[config.mk]
export PLATFORM = sky130hd
export DESIGN_NAME = tinyqv_exec_top
export DESIGN_NICKNAME = d
export VERILOG_FILES = /design/src/qv_isa_pkg.sv /design/src/qv_timing_pkg.sv /design/src/tinyqv_alu.sv /design/src/tinyqv_registers.sv /design/src/tinyqv_counter.sv /design/src/tinyqv_core.sv /design/src/tinyqv_exec_top.sv
export SDC_FILE = /design/constraint.sdc
export NUM_CORES = 1
export LEC_CHECK = 0
export BUFFER_PORTS_ARGS = -buffer_cell sky130_fd_sc_hd__clkbuf_2
export CORE_UTILIZATION = 64
export DETAILED_ROUTE_END_ITERATION = 8
export GPL_ROUTABILITY_DRIVEN = 0
export PLACE_DENSITY = 0.82
export SETUP_SLACK_MARGIN = 0.2
export SLEW_MARGIN = 40
export SYNTH_ARGS = -nofsm -noshare
export SYNTH_HDL_FRONTEND = slang
export SYNTH_SLANG_ARGS = --single-unit
[constraint.sdc]
create_clock -name clk -period 14.1 [get_ports clk]
set_input_delay 2.82 -clock clk [delete_from_list [all_inputs] [get_ports clk]]
set_output_delay 2.82 -clock clk [all_outputs]
set_load 0.01 [all_outputs]
[src/qv_isa_pkg.sv]
`default_nettype none

package qv_isa_pkg;

    // Function field of the ALU view
    // Compare functions always subtract, so only this one needs naming
    localparam logic [2:0] FN_CMP = 3'b010;

    // Bit 3 is the flag: subtract for add/sub, signed for the compares
    localparam logic [3:0] ALU_ADD  = 4'b0000;
    localparam logic [3:0] ALU_SUB  = 4'b1000;
    localparam logic [3:0] ALU_SLT  = 4'b1010;
    localparam logic [3:0] ALU_SLTU = 4'b0010;
    localparam logic [3:0] ALU_XOR  = 4'b0100;
    localparam logic [3:0] ALU_OR   = 4'b0110;
    localparam logic [3:0] ALU_AND  = 4'b0111;

    // CSR operation kind, taken from funct3[1:0]
    localparam logic [1:0] CSR_NONE = 2'b00;
    localparam logic [1:0] CSR_RW   = 2'b01;
    localparam logic [1:0] CSR_RS   = 2'b10;
    localparam logic [1:0] CSR_RC   = 2'b11;

    // Branch conditions as carried on mem_op (funct3)
    localparam logic [2:0] BR_EQ  = 3'b000;
    localparam logic [2:0] BR_NE  = 3'b001;
    localparam logic [2:0] BR_LT  = 3'b100;
    localparam logic [2:0] BR_GE  = 3'b101;
    localparam logic [2:0] BR_LTU = 3'b110;
    localparam logic [2:0] BR_GEU = 3'b111;

    // Read-only counter CSRs
    localparam logic [11:0] CSR_CYCLE   = 12'hC00;
    localparam logic [11:0] CSR_INSTRET = 12'hC02;

    // Normal decode of alu_op
    typedef struct packed {
        logic       flag;  // Subtract, or signed compare
        logic [2:0] func;
    } alu_fields_t;

    // Decode of alu_op when is_system is set
    typedef struct packed {
        logic [1:0] rsvd;
        logic [1:0] kind;  // CSR_RW / CSR_RS / CSR_RC, or CSR_NONE
    } csr_fields_t;

    typedef union packed {
        alu_fields_t alu;
        csr_fields_t csr;
    } alu_op_u;

endpackage

`default_nettype wire

[src/qv_timing_pkg.sv]
`default_nettype none

package qv_timing_pkg;

    // Datapath width per clock
    localparam int NIBBLE_BITS = 4;

    // Sub-cycle counter, one count per nibble
    localparam int COUNT_BITS = 3;

    // Count of the top nibble of a word
    localparam int LAST_COUNT = 7;

endpackage

`default_nettype wire

[src/tinyqv_alu.sv]
`timescale 1ns/100ps
`default_nettype none

module tinyqv_alu (
    input  qv_isa_pkg::alu_op_u                  op,
    input  logic [qv_timing_pkg::NIBBLE_BITS-1:0] a,
    input  logic [qv_timing_pkg::NIBBLE_BITS-1:0] b,
    input  logic                                  cy_in,
    input  logic                                  cmp_in,
    output logic [qv_timing_pkg::NIBBLE_BITS-1:0] result,
    output logic                                  cy_out,
    output logic                                  cmp_out
);

    localparam int NB = qv_timing_pkg::NIBBLE_BITS;

    logic          subtract;
    logic [NB-1:0] b_in;
    logic [NB:0]   sum;
    logic          lt_signed;
    logic          lt_unsigned;

    assign subtract = op.alu.flag || (op.alu.func == qv_isa_pkg::FN_CMP);
    assign b_in     = subtract ? ~b : b;
    assign sum      = {1'b0, a} + {1'b0, b_in} + {{NB{1'b0}}, cy_in};
    assign cy_out   = sum[NB];

    // Only meaningful on the top nibble
    assign lt_signed   = (a[NB-1] ^ b[NB-1]) ? a[NB-1] : sum[NB-1];
    assign lt_unsigned = ~sum[NB];  // No carry out means a borrow

    always_comb begin
        result  = sum[NB-1:0];
        cmp_out = cmp_in && (a == b);  // Equality chain by default
        case (op)
            qv_isa_pkg::ALU_ADD,
            qv_isa_pkg::ALU_SUB: result = sum[NB-1:0];
            qv_isa_pkg::ALU_SLT,
            qv_isa_pkg::ALU_SLTU: begin
                cmp_out = op.alu.flag ? lt_signed : lt_unsigned;
            end
            qv_isa_pkg::ALU_XOR: result = a ^ b;
            qv_isa_pkg::ALU_OR:  result = a | b;
            qv_isa_pkg::ALU_AND: result = a & b;
            default: result = sum[NB-1:0];
        endcase
    end

endmodule

`default_nettype wire

[src/tinyqv_registers.sv]
`timescale 1ns/100ps
`default_nettype none

module tinyqv_registers #(
    parameter int NUM_REGS      = 16,
    parameter int REG_ADDR_BITS = 4
) (
    input  logic                                  clk,
    input  logic                                  rstn,
    input  logic                                  wr_en,
    input  logic [qv_timing_pkg::COUNT_BITS-1:0]  counter,
    input  logic [REG_ADDR_BITS-1:0]              rs1,
    input  logic [REG_ADDR_BITS-1:0]              rs2,
    input  logic [REG_ADDR_BITS-1:0]              rd,
    input  logic [qv_timing_pkg::NIBBLE_BITS-1:0] data_rd,
    output logic [qv_timing_pkg::NIBBLE_BITS-1:0] data_rs1,
    output logic [qv_timing_pkg::NIBBLE_BITS-1:0] data_rs2
);

    localparam int NB        = qv_timing_pkg::NIBBLE_BITS;
    localparam int WORD_BITS = NB * (qv_timing_pkg::LAST_COUNT + 1);

    // x0 has no storage
    logic [WORD_BITS-1:0] regs [1:NUM_REGS-1];

    // Every register rotates right one nibble per clock, so the nibble
    // at the bottom always lines up with the current count
    always_ff @(posedge clk) begin
        for (int i = 1; i < NUM_REGS; i++) begin
            if (wr_en && (rd == i)) begin
                regs[i] <= {data_rd, regs[i][WORD_BITS-1:NB]};
            end else begin
                regs[i] <= {regs[i][NB-1:0], regs[i][WORD_BITS-1:NB]};
            end
        end
    end

    assign data_rs1 = (rs1 == '0) ? '0 : regs[rs1][NB-1:0];
    assign data_rs2 = (rs2 == '0) ? '0 : regs[rs2][NB-1:0];

    // rd must exist, and may only change at a word boundary while writing
    wr_addr_ok: assert property (
        @(posedge clk) disable iff (!rstn)
        wr_en |-> (rd < NUM_REGS) && ((counter == '0) || $stable(rd))
    ) else $error("bad register write: rd %0d at count %0d", rd, counter);

endmodule

`default_nettype wire

[src/tinyqv_counter.sv]
`timescale 1ns/100ps
`default_nettype none

module tinyqv_counter (
    input  logic                                  clk,
    input  logic                                  rstn,
    input  logic                                  add,
    input  logic [qv_timing_pkg::COUNT_BITS-1:0]  counter,
    output logic [qv_timing_pkg::NIBBLE_BITS-1:0] data,
    output logic                                  cy_out
);

    localparam int NB        = qv_timing_pkg::NIBBLE_BITS;
    localparam int WORD_BITS = NB * (qv_timing_pkg::LAST_COUNT + 1);

    logic [WORD_BITS-1:0] value;
    logic                 cy;
    logic                 carry_in;
    logic [NB:0]          sum;

    // Strobe enters at the low nibble, then the carry ripples up
    assign carry_in = (counter == '0) ? add : cy;
    assign sum      = {1'b0, value[NB-1:0]} + {{NB{1'b0}}, carry_in};
    assign data     = sum[NB-1:0];  // Value including this word's add
    assign cy_out   = sum[NB];

    always_ff @(posedge clk) begin
        if (!rstn) begin
            value <= '0;
            cy    <= 1'b0;
        end else begin
            value <= {sum[NB-1:0], value[WORD_BITS-1:NB]};
            cy    <= sum[NB];
        end
    end

endmodule

`default_nettype wire

[src/tinyqv_core.sv]
`timescale 1ns/100ps
`default_nettype none

module tinyqv_core #(
    parameter int NUM_REGS      = 16,
    parameter int REG_ADDR_BITS = 4
) (
    input  logic                                  clk,
    input  logic                                  rstn,
    input  logic [qv_timing_pkg::COUNT_BITS-1:0]  counter,

    input  logic [qv_timing_pkg::NIBBLE_BITS-1:0] imm,
    input  logic [11:0]                           imm_lo,

    input  logic                                  is_alu_imm,
    input  logic                                  is_alu_reg,
    input  logic                                  is_lui,
    input  logic                                  is_branch,
    input  logic                                  is_system,

    input  qv_isa_pkg::alu_op_u                   alu_op,
    input  logic [2:0]                            mem_op,

    input  logic [REG_ADDR_BITS-1:0]              rs1,
    input  logic [REG_ADDR_BITS-1:0]              rs2,
    input  logic [REG_ADDR_BITS-1:0]              rd,

    output logic                                  instr_complete,
    output logic                                  branch,
    output logic                                  debug_reg_wen,
    output logic [qv_timing_pkg::NIBBLE_BITS-1:0] debug_rd
);

    localparam int NB = qv_timing_pkg::NIBBLE_BITS;

    logic          last_count;
    logic          is_alu;
    logic          is_slt;
    logic          is_csr;
    logic          second_word;  // slt/sltu writing its result

    assign last_count = (counter == qv_timing_pkg::LAST_COUNT);
    assign is_alu     = is_alu_imm || is_alu_reg;
    assign is_slt     = (alu_op.alu.func == qv_isa_pkg::FN_CMP);
    assign is_csr     = is_system && (alu_op.csr.kind != qv_isa_pkg::CSR_NONE);

    logic [NB-1:0] data_rs1;
    logic [NB-1:0] data_rs2;
    logic [NB-1:0] data_rd;
    logic          wr_en;

    tinyqv_registers #(
        .NUM_REGS      (NUM_REGS),
        .REG_ADDR_BITS (REG_ADDR_BITS)
    ) i_registers (
        .clk      (clk),
        .rstn     (rstn),
        .wr_en    (wr_en),
        .counter  (counter),
        .rs1      (rs1),
        .rs2      (rs2),
        .rd       (rd),
        .data_rd  (data_rd),
        .data_rs1 (data_rs1),
        .data_rs2 (data_rs2)
    );

    // Branches borrow the ALU compare
    qv_isa_pkg::alu_op_u alu_in;
    logic                invert_cond;

    always_comb begin
        alu_in = alu_op;
        if (is_branch) begin
            case (mem_op)
                qv_isa_pkg::BR_EQ,
                qv_isa_pkg::BR_NE:  alu_in = qv_isa_pkg::ALU_SUB;
                qv_isa_pkg::BR_LT,
                qv_isa_pkg::BR_GE:  alu_in = qv_isa_pkg::ALU_SLT;
                default:            alu_in = qv_isa_pkg::ALU_SLTU;
            endcase
        end
    end

    assign invert_cond = (mem_op == qv_isa_pkg::BR_NE) || (mem_op == qv_isa_pkg::BR_GE) ||
                         (mem_op == qv_isa_pkg::BR_GEU);

    logic [NB-1:0] alu_b;
    logic [NB-1:0] alu_out;
    logic          cy;
    logic          cmp;
    logic          cy_in;
    logic          cmp_in;
    logic          cy_out;
    logic          cmp_out;

    assign alu_b  = (is_alu_reg || is_branch) ? data_rs2 : imm;
    assign cy_in  = (counter == '0) ? (alu_in.alu.flag || (alu_in.alu.func == qv_isa_pkg::FN_CMP))
                                    : cy;
    assign cmp_in = (counter == '0) ? 1'b1 : cmp;

    tinyqv_alu i_alu (
        .op      (alu_in),
        .a       (data_rs1),
        .b       (alu_b),
        .cy_in   (cy_in),
        .cmp_in  (cmp_in),
        .result  (alu_out),
        .cy_out  (cy_out),
        .cmp_out (cmp_out)
    );

    always_ff @(posedge clk) begin
        cy  <= cy_out;
        cmp <= cmp_out;  // Holds the final compare at count 0 of the next word
    end

    // Counter CSRs, each read includes everything up to the previous word
    logic          cycle_add;
    logic          retired;
    logic [NB-1:0] cycle_data;
    logic [NB-1:0] instret_data;
    logic [NB-1:0] csr_read;

    always_ff @(posedge clk) begin
        if (!rstn) begin
            cycle_add <= 1'b0;
            retired   <= 1'b0;
        end else if (last_count) begin
            cycle_add <= 1'b1;  // Word 0 reads zero
            retired   <= instr_complete;
        end
    end

    tinyqv_counter i_cycle (
        .clk     (clk),
        .rstn    (rstn),
        .add     (cycle_add),
        .counter (counter),
        .data    (cycle_data),
        .cy_out  ()
    );

    tinyqv_counter i_instret (
        .clk     (clk),
        .rstn    (rstn),
        .add     (retired),
        .counter (counter),
        .data    (instret_data),
        .cy_out  ()
    );

    always_comb begin
        case (imm_lo)
            qv_isa_pkg::CSR_CYCLE:   csr_read = cycle_data;
            qv_isa_pkg::CSR_INSTRET: csr_read = instret_data;
            default:                 csr_read = '0;
        endcase
    end

    // Writeback
    always_comb begin
        wr_en   = 1'b0;
        data_rd = '0;
        if (is_alu) begin
            if (is_slt) begin
                wr_en   = second_word;  // First word only resolves the compare
                data_rd = (counter == '0) ? {{(NB-1){1'b0}}, cmp} : '0;
            end else begin
                wr_en   = 1'b1;
                data_rd = alu_out;
            end
        end else if (is_lui) begin
            wr_en   = 1'b1;
            data_rd = imm;
        end else if (is_csr) begin
            wr_en   = 1'b1;
            data_rd = csr_read;
        end
    end

    always_ff @(posedge clk) begin
        if (!rstn) begin
            second_word <= 1'b0;
        end else if (last_count) begin
            second_word <= is_alu && is_slt && !second_word;
        end
    end

    assign instr_complete = last_count &&
                            (is_lui || is_branch || is_system ||
                             (is_alu && (!is_slt || second_word)));
    assign branch         = last_count && is_branch && (cmp_out ^ invert_cond);

    assign debug_reg_wen = wr_en;
    assign debug_rd      = data_rd;

    // Completion lines up with the word wrap of the top level counter
    complete_at_wrap: assert property (
        @(posedge clk) disable iff (!rstn)
        instr_complete |=> (counter == '0)
    ) else $error("instr_complete not followed by a word wrap");

    // A taken branch never writes a register
    branch_without_write: assert property (
        @(posedge clk) disable iff (!rstn)
        branch |-> !wr_en
    ) else $error("branch pulse while writing a register");

endmodule

`default_nettype wire

[src/tinyqv_exec_top.sv]
`timescale 1ns/100ps
`default_nettype none

module tinyqv_exec_top #(
    parameter int NUM_REGS      = 16,
    parameter int REG_ADDR_BITS = 4
) (
    input  logic                                  clk,
    input  logic                                  rstn,

    input  logic [qv_timing_pkg::NIBBLE_BITS-1:0] imm,  // Nibble for the current count
    input  logic [11:0]                           imm_lo,

    input  logic                                  is_alu_imm,
    input  logic                                  is_alu_reg,
    input  logic                                  is_lui,
    input  logic                                  is_branch,
    input  logic                                  is_system,

    input  qv_isa_pkg::alu_op_u                   alu_op,
    input  logic [2:0]                            mem_op,

    input  logic [REG_ADDR_BITS-1:0]              rs1,
    input  logic [REG_ADDR_BITS-1:0]              rs2,
    input  logic [REG_ADDR_BITS-1:0]              rd,

    output logic                                  instr_complete,
    output logic                                  branch,
    output logic                                  debug_reg_wen,
    output logic [qv_timing_pkg::NIBBLE_BITS-1:0] debug_rd
);

    // Sub-cycle counter, one step per nibble
    logic [qv_timing_pkg::COUNT_BITS-1:0] counter;

    always_ff @(posedge clk) begin
        if (!rstn) begin
            counter <= '0;
        end else if (counter == qv_timing_pkg::LAST_COUNT) begin
            counter <= '0;
        end else begin
            counter <= counter + 1'b1;
        end
    end

    tinyqv_core #(
        .NUM_REGS      (NUM_REGS),
        .REG_ADDR_BITS (REG_ADDR_BITS)
    ) i_core (
        .clk            (clk),
        .rstn           (rstn),
        .counter        (counter),
        .imm            (imm),
        .imm_lo         (imm_lo),
        .is_alu_imm     (is_alu_imm),
        .is_alu_reg     (is_alu_reg),
        .is_lui         (is_lui),
        .is_branch      (is_branch),
        .is_system      (is_system),
        .alu_op         (alu_op),
        .mem_op         (mem_op),
        .rs1            (rs1),
        .rs2            (rs2),
        .rd             (rd),
        .instr_complete (instr_complete),
        .branch         (branch),
        .debug_reg_wen  (debug_reg_wen),
        .debug_rd       (debug_rd)
    );

endmodule

`default_nettype wire

==> reports/results.txt, run 1 <==
EDFF count, synth: 0
Area Overhead vs Synth: 14.9%
Fin util: 76.0%
TritonCTS clock tree: done
Post-route cell area: 16800 µm²
Mapped Area: 14600 µm²
Clk pin slew, worst setup/hold paths: 60 ps
Layout fillers: 1274
Initial Util: 66.2%
Crit path DAT: 6880 ps
Post-place setup slack: 4480 ps
TritonCTS Buffers: 47
Vias in the first global route: 7381
Worst hold path class: reg2reg
Final setup violation count: 0
Max-Cap Viols: 0
Ys Warns: 0
Clk_skew: 14.5 ps
Leak: 6.96 nW
Hold depth: 0
Slew headroom: 46.3%
Proportion of layout cells with a drive suffix above 1: 21.9%
Sequential share of power: 54.0%
Vias per cell: 5.20
Power share of the combinational group: 6.3%
Post-synth ARST share: 0%
Net Count, Synth: 1040
Post-DP HPWL: 16200 µm
Max Root-Sink Buffers: 3
Post-CTS sizing: 0
Max frequency: 103 MHz
Reg2Reg Depth: 12
Sequential share of the synthesized area: 75.9%
Worst VDD drop: 0.000167 V
FP Rows: 54
Core area: 22100 µm²
Power Total: 3.46 mW
Clk_lat worst skew: 540 ps
Die width: 153 µm
Period minus WS final: 9700 ps
Setup TNS: 0 ps
Final hold vios: 0
Maximum fanout along the worst path: 17
CTS Hold Bufs: 0
Number of port buffers: 48
First-pass GRT wire length: 40300 µm
Synth Register Bits: 554
Unrepaired setup endpoints after global routing: false
Most common library cell in the layout ignoring fill and taps: dfxtp_1
Initial antenna violation count: 5
Crit path kind: in2out
Switch Pwr: 743 µW
Max incr delay on CP: 690 ps
Net Sw Frac: 21.5%
DRC violations left: 0
Status: finished, final reports clean
Num ports: 49
Placed Area: 15100 µm²
Commonest non-fill, non-tap cells in the layout: dfxtp_1 (554), mux2_2 (65), and2_1 (64), clkbuf_16 (49), clkbuf_2 (47)
Root buf cell: clkbuf_16
Critical path's slowest cell: a32o_1
Post-CTS setup buffers: 0
Fin. max-slew vios: 0
Worst Setup End Kind: output port
Nets@finish: 1108
First-pass iteration count of the detailed router: 5
Setup ws final: 4400 ps
Startpoint Class: input port
Routed vias: 7103
Avg WL per Cell: 18.9 µm
Worst-path cell chain: clkbuf_2 > mux4_2 > mux2_2 > a22oi_1 > o41ai_2 > xnor2_1 > fa_1 > a21o_1 > a21oi_1 > xnor2_1 > or2_2 > a32o_1 > clkbuf_2
Synth Flop Type: dfxtp_1
Worst slew pin tran: 805 ps
Clock sinks: 554
Syn Inst Count: 978
Die area: 23400 µm²
Initial DRC count: 439
All-Layer GR Usage: 22.7%
Grt total ovfl: 0
Total Wirelength: 25900 µm
Final period util: 68.8%
Antenna viol nets, final: 0
Die height: 153 µm
Pin count of the biggest net entering global routing: 73
Req. time, crit path: 11280 ps
Netlist cell types: 57
R2r setup slk: 10050 ps
H-tree levels: 2
Clock Power Share: 39.7%
PwrDens: 206 nW/µm²
Internal power: 2.72 mW
Mean Syn Cell Area: 14.9 µm²
## critical path: cells and delay by family
family / cells / cell delay [ps]
fa+ha+maj: 1 / 470
buf+inv: 2 / 740
compound gates: 5 / 1410
simple gates: 1 / 170
xor+xnor: 2 / 400
mux: 2 / 850
## stage by stage
step | cells | hold WS, ps
floorplan | 978 | 310
detailed placement | 1277 | 312
global placement | 1277 | 310
global route | 1365 | 322
CTS | 1364 | 318
finish | 1367 | 314
## power by group through the flow
stage | clock network [mW] | registers (mW) | logic (mW)
2_1_floorplan | 0 | 1.86 | 0.150
3_3_place_gp | 0 | 1.88 | 0.202
3_5_place_dp | 0 | 1.90 | 0.208
4_1_cts | 1.40 | 1.87 | 0.214
5_1_grt | 1.46 | 1.89 | 0.231
6_report | 1.38 | 1.87 | 0.216
## area by class of cell
class	instances	area, µm²	area share (%)
Clock buffer	66	1390	8.28
Timing Repair Buffer	51	265	1.58
Inverter	14	52.6	0.313
Antenna cell	3	7.51	0.0447
Multi-Input combinational cell	378	3310	19.7
Sequential cell	554	11100	66.1
Tap cell	280	350	2.09
Clock inverter	21	317	1.89
## worst paths after layout
path | startpoint | to
worst max-delay path | rs2[0] | debug_rd[3]
worst min-delay path | i_core.i_registers.regs[2][30] | i_core.i_registers.regs[2][26]
worst max register to register | i_core.i_registers.regs[11][0] | i_core.i_registers.regs[12][31]
worst min register to register | i_core.i_registers.regs[2][30] | i_core.i_registers.regs[2][26]
## cells in the mapped netlist (8+ instances only)
cell type / instances / area share [%]
a211oi_1: 16 / 0.82
a21oi_1: 11 / 0.38
and2_1: 64 / 2.7
clkbuf_1: 21 / 0.54
dfxtp_1: 554 / 76
ha_1: 18 / 1.5
inv_1: 14 / 0.36
mux2_2: 65 / 5.0
mux2i_1: 20 / 1.4
mux4_2: 21 / 3.2
nand2_1: 24 / 0.62
nor2_1: 26 / 0.67
nor2b_1: 8 / 0.34
## cells by family after synthesis
family,synth area share (%)
flops,75.9
buf+inv,1.47
fa+ha+maj,1.81
xor+xnor,0.599
compound gates,3.91
simple gates,6.70
mux,9.61
## state kept, by name, indices dropped and copies added, names as in the netlist
signal,count
counter,3
i_core.cmp,1
i_core.cy,1
i_core.cycle_add,1
i_core.i_cycle.cy,1
i_core.i_cycle.value,32
i_core.i_instret.cy,1
i_core.i_instret.value,32
i_core.i_registers.regs,480
i_core.retired,1
i_core.second_word,1
## metal layers
metal,routed length [µm],vias up,GRT usage (%)
met4,622,4,7.74
met1,11500,3360,29.2
li1,-,3444,-
met3,1860,61,6.27
met2,11900,234,37.2
met5,31,-,0
Note: power is estimated with default switching activity, not from simulation.
==> run 2, diff against run 1 <==
--- a/config.mk
+++ b/config.mk
@@ -6,10 +6,10 @@
 export NUM_CORES = 1
 export LEC_CHECK = 0
 export BUFFER_PORTS_ARGS = -buffer_cell sky130_fd_sc_hd__clkbuf_2
-export CORE_UTILIZATION = 64
+export CORE_UTILIZATION = 59
 export DETAILED_ROUTE_END_ITERATION = 8
 export GPL_ROUTABILITY_DRIVEN = 0
-export PLACE_DENSITY = 0.82
+export PLACE_DENSITY = 0.76
 export SETUP_SLACK_MARGIN = 0.2
 export SLEW_MARGIN = 40
 export SYNTH_ARGS = -nofsm -noshare
==> constraint.sdc (replaced) <==
create_clock -name clk -period 9.6 [get_ports clk]
set_input_delay 1.92 -clock clk [delete_from_list [all_inputs] [get_ports clk]]
set_output_delay 1.92 -clock clk [all_outputs]
set_load 0.01 [all_outputs]
==> reports/results.txt, run 2 (synthesized netlist as in run 1, its figures left out) <==
Status: finished, final reports clean
Reg2Reg Depth: 12
TritonCTS Buffers: 48
Power Total: 4.91 mW
Net Sw Frac: 21.7%
Buffers and inverters on the worst path: 2
RR Endpoint: i_core.i_registers.regs[13][31]
Slew headroom: 45.6%
Root buf cell: clkbuf_16
Antenna viol nets, final: 0
Critical Path Source: rs2[0]
Post-place setup slack: 1880 ps
Setup ws final: 1790 ps
Setup TNS: 0 ps
Largest regs: i_core.i_registers.regs x480, i_core.i_cycle.value x32, i_core.i_instret.value x32
Min-delay src: i_core.i_registers.regs[5][25]
First-pass iteration count of the detailed router: 5
Post-route cell area: 16700 µm²
Critical path's slowest cell: mux4_2
Startpoint Class: input port
Non-Filler Instances: 1404
Clk_lat worst skew: 540 ps
Proportion of layout cells with a drive suffix above 1: 21.9%
FP Rows: 57
Most common library cell in the layout ignoring fill and taps: dfxtp_1
Avg WL per Cell: 17.5 µm
PwrDens: 294 nW/µm²
Number of port buffers: 48
Largest reg by FF count: i_core.i_registers.regs
CTS Hold Bufs: 0
Max frequency: 128 MHz
All-Layer GR Usage: 20.0%
Clock Power Share: 38.1%
Fin. max-slew vios: 0
Unrepaired setup endpoints after global routing: false
Pin count of the biggest net entering global routing: 73
Num ports: 49
Dpl cells: 1321
Critical path depth: 13
Power share of the combinational group: 6.2%
Leak: 6.90 nW
Fin util: 68.7%
Clk_skew: 13.6 ps
Worst hold path class: reg2reg
Period minus WS final: 7810 ps
Number of flip-flops under the largest register name: 480
Max Root-Sink Buffers: 3
DRC violations left: 0
Clk pin slew, worst setup/hold paths: 60 ps
Commonest non-fill, non-tap cells in the layout: dfxtp_1 (554), mux2_2 (65), and2_1 (64), clkbuf_16 (49), clkbuf_2 (47)
Worst VDD drop: 0.000179 V
Final period util: 81.4%
R2r setup slk: 5680 ps
Die height: 159 µm
Switch Pwr: 1.07 mW
Die area: 25400 µm²
Vias in the first global route: 6952
Sequential share of power: 55.7%
Worst-path cell chain: clkbuf_2 > mux4_2 > mux2_2 > a22oi_1 > o41ai_2 > xnor2_1 > fa_1 > a21o_1 > a21oi_1 > xnor2_1 > or2_2 > a32o_1 > clkbuf_2
Max incr delay on CP: 580 ps
Worst slew pin tran: 811 ps
Die width: 159 µm
Top delay family on crit path: compound AO/OA/AOI/OAI gates
Core area: 24300 µm²
Nets@finish: 1109
Clock sinks: 554
Final setup violation count: 0
Internal power: 3.85 mW
Total Wirelength: 24600 µm
Initial antenna violation count: 0
RR Startpoint: i_core.i_registers.regs[13][0]
Routed vias: 6976
TritonCTS clock tree: done
Post-CTS sizing: 0
H-tree levels: 2
Worst Setup End Kind: output port
Req. time, crit path: 7680 ps
Initial DRC count: 408
Grt total ovfl: 0
First-pass GRT wire length: 38900 µm
Final Hold Slack: 323 ps
Worst Setup EP: debug_rd[3]
Maximum fanout along the worst path: 17
Placed Area: 15100 µm²
Crit path DAT: 5890 ps
Initial Util: 60.1%
Vias per cell: 4.97
Max-Cap Viols: 0
Final hold vios: 0
Post-CTS setup buffers: 0
Post-DP HPWL: 15900 µm
Area Overhead vs Synth: 14.3%
Crit path kind: in2out
==> run 2: changes by cell type in the layout (fill, tap and decap cells not counted), sizes merged <==
cell,previous run,this run
diode,3,1
clkinvlp,3,2
inv,14,17
clkbuf,114,113
bufinv,8,2
==> run 2: how the worst min path moves through the flow <==
stage / slack (ps) / cells after the start / to
2_1_floorplan: 310 / 0 / i_core.i_registers.regs[10][0]
3_3_place_gp: 310 / 0 / i_core.i_registers.regs[6][10]
3_5_place_dp: 310 / 0 / i_core.i_registers.regs[15][26]
4_1_cts: 320 / 0 / i_core.i_registers.regs[10][15]
5_1_grt: 320 / 0 / i_core.i_registers.regs[11][20]
6_report: 320 / 0 / i_core.i_registers.regs[5][21]
==> run 2: layer usage <==
| metal | track usage, % | share of wire, % | vias to the layer above |
|---|---|---|---|
| met4 | 5.59 | 1.9 | 0 |
| met2 | 31.3 | 45 | 182 |
| met3 | 4.74 | 6.3 | 34 |
| met1 | 28.0 | 47 | 3327 |
| li1 | - | - | 3433 |
| met5 | 0 | 0 | - |
==> run 2: cell type report <==
type / instances / area, µm²
Inverter: 14 / 52.6
Timing Repair Buffer: 51 / 265
Clock buffer: 65 / 1410
Fill cell: 1631 / 7620
Sequential cell: 554 / 11100
Clock inverter: 17 / 158
Multi-Input combinational cell: 378 / 3320
Antenna cell: 1 / 2.50
Tap cell: 324 / 405
==> run 2: power groups by stage <==
stage / Clock, mW / Combinational [mW] / Sequential (mW)
final: 1.87 / 0.303 / 2.74
after global routing: 2.01 / 0.331 / 2.77
after CTS: 1.90 / 0.303 / 2.74
after detailed placement: 0 / 0.299 / 2.78
after global placement: 0 / 0.293 / 2.76
after floorplan: 0 / 0.221 / 2.73
==> run 3, diff against run 2 <==
==> constraint.sdc (replaced) <==
create_clock -name clk -period 7.4 [get_ports clk]
set_input_delay 1.48 -clock clk [delete_from_list [all_inputs] [get_ports clk]]
set_output_delay 1.48 -clock clk [all_outputs]
set_load 0.01 [all_outputs]
==> reports/results.txt, run 3 (synthesized netlist as in run 1, its figures left out) <==
Nets@finish: 1114
Req. time, crit path: 5920 ps
Worst hold path class: reg2reg
Core area: 24300 µm²
Proportion of layout cells with a drive suffix above 1: 22.2%
PwrDens: 384 nW/µm²
Avg WL per Cell: 17.5 µm
Diode count: 0
Post-CTS sizing: 0
Clk pin slew, worst setup/hold paths: 60 ps
Leak: 6.94 nW
Number of port buffers: 48
Clk_lat worst skew: 550 ps
All-Layer GR Usage: 20.4%
Largest regs: i_core.i_registers.regs x480, i_core.i_cycle.value x32, i_core.i_instret.value x32
Root buf cell: clkbuf_16
Grt total ovfl: 0
Die area: 25400 µm²
Initial Util: 60.1%
TritonCTS clock tree: done
Die height: 159 µm
Total Wirelength: 24800 µm
Most common library cell in the layout ignoring fill and taps: dfxtp_1
Slew headroom: 45.8%
First-pass iteration count of the detailed router: 5
Final Hold Slack: 319 ps
Vias in the first global route: 7278
Vias per cell: 4.97
Max Root-Sink Buffers: 3
DRC violations left: 0
Crit path DAT: 5370 ps
Worst slew pin tran: 807 ps
Unrepaired setup endpoints after global routing: false
Max frequency: 146 MHz
Post-CTS setup buffers: 0
Final hold vios: 0
First-pass GRT wire length: 39400 µm
Num ports: 49
Routed vias: 7030
Worst Setup End Kind: output port
Antenna viol nets, final: 0
Initial DRC count: 352
Maximum fanout along the worst path: 16
Die width: 159 µm
Area Overhead vs Synth: 14.9%
H-tree levels: 2
Pin count of the biggest net entering global routing: 73
Final setup violation count: 0
Largest reg by FF count: i_core.i_registers.regs
Period minus WS final: 6850 ps
Number of flip-flops under the largest register name: 480
Worst VDD drop: 0.000274 V
TritonCTS Buffers: 49
Clk_skew: 15.4 ps
CTS Hold Bufs: 0
Max-Cap Viols: 0
Post-DP HPWL: 16400 µm
FP Rows: 57
Startpoint Class: input port
Status: finished, final reports clean
Initial antenna violation count: 0
Fin. max-slew vios: 0
Clock sinks: 554
Fin util: 69.1%
Commonest non-fill, non-tap cells in the layout: dfxtp_1 (554), mux2_2 (65), and2_1 (64), clkbuf_16 (49), clkbuf_2 (47)
Final period util: 92.6%
Crit path kind: in2out
Setup TNS: 0 ps
==> run 3: changes by cell type in the layout (fill, tap and decap cells not counted), moves of 2 or more <==
cell | before | now
bufinv_16 | 2 | 4
clkinvlp_4 | 2 | 4
clkinv_4 | 1 | 3
buf_4 | 3 | 7
clkbuf_8 | 12 | 8
clkinv_8 | 0 | 2
nor3_1 | 3 | 5
nor3_2 | 3 | 1
clkbuf_1 | 4 | 8
==> run 3: final cells by class <==
| cell class | count | area [µm²] |
|---|---|---|
| Sequential cell | 554 | 11100 |
| Fill cell | 1579 | 7520 |
| Multi-Input combinational cell | 378 | 3310 |
| Clock buffer | 65 | 1370 |
| Tap cell | 324 | 405 |
| Timing Repair Buffer | 55 | 295 |
| Clock inverter | 25 | 277 |
| Inverter | 14 | 52.6 |
==> run 3: layer usage <==
metal,global-route usage [%],wire length (µm),up-vias
li1,-,-,3450
met1,26.6,11000,3322
met2,32.9,11400,204
met3,5.76,1720,54
met4,7.08,658,0
met5,0,0,-
==> run 3: worst paths after layout <==
| kind | from | end | slack (ps) | cells past startpoint |
|---|---|---|---|---|
| hold / removal | i_core.i_registers.regs[8][13] | i_core.i_registers.regs[8][9] | 320 | 0 |
| hold reg to reg | i_core.i_registers.regs[8][13] | i_core.i_registers.regs[8][9] | 320 | 0 |
| setup / recovery | rs2[0] | debug_rd[3] | 550 | 13 |
| setup reg to reg | i_core.i_registers.regs[13][0] | i_core.i_registers.regs[3][31] | 3440 | 12 |
==> run 3: metrics by stage <==
stage	total power, mW	instances	area [µm²]	setup slack [ps]
after floorplan	3.83	978	14600	1400
after global placement	3.99	1325	15200	673
after detailed placement	4.02	1325	15200	590
after CTS	6.52	1415	16800	583
after global routing	6.72	1415	16800	421
final	6.46	1415	16800	550
==> run 3: report_power, final <==
part / internal [mW] / switching, mW / total, mW
logic: 0.180 / 0.220 / 0.400
registers: 3.41 / 0.149 / 3.56
clock network: 1.45 / 1.04 / 2.50
==> run 3: critical path: stages <==
cell and delay (ps):
clkbuf_2 360, mux4_2 560, mux2_2 280, a22oi_1 200
o41ai_2 150, xnor2_1 180, fa_1 440, a21o_1 200
a21oi_1 170, xnor2_1 210, or2_2 170, a32o_1 700
clkbuf_2 260
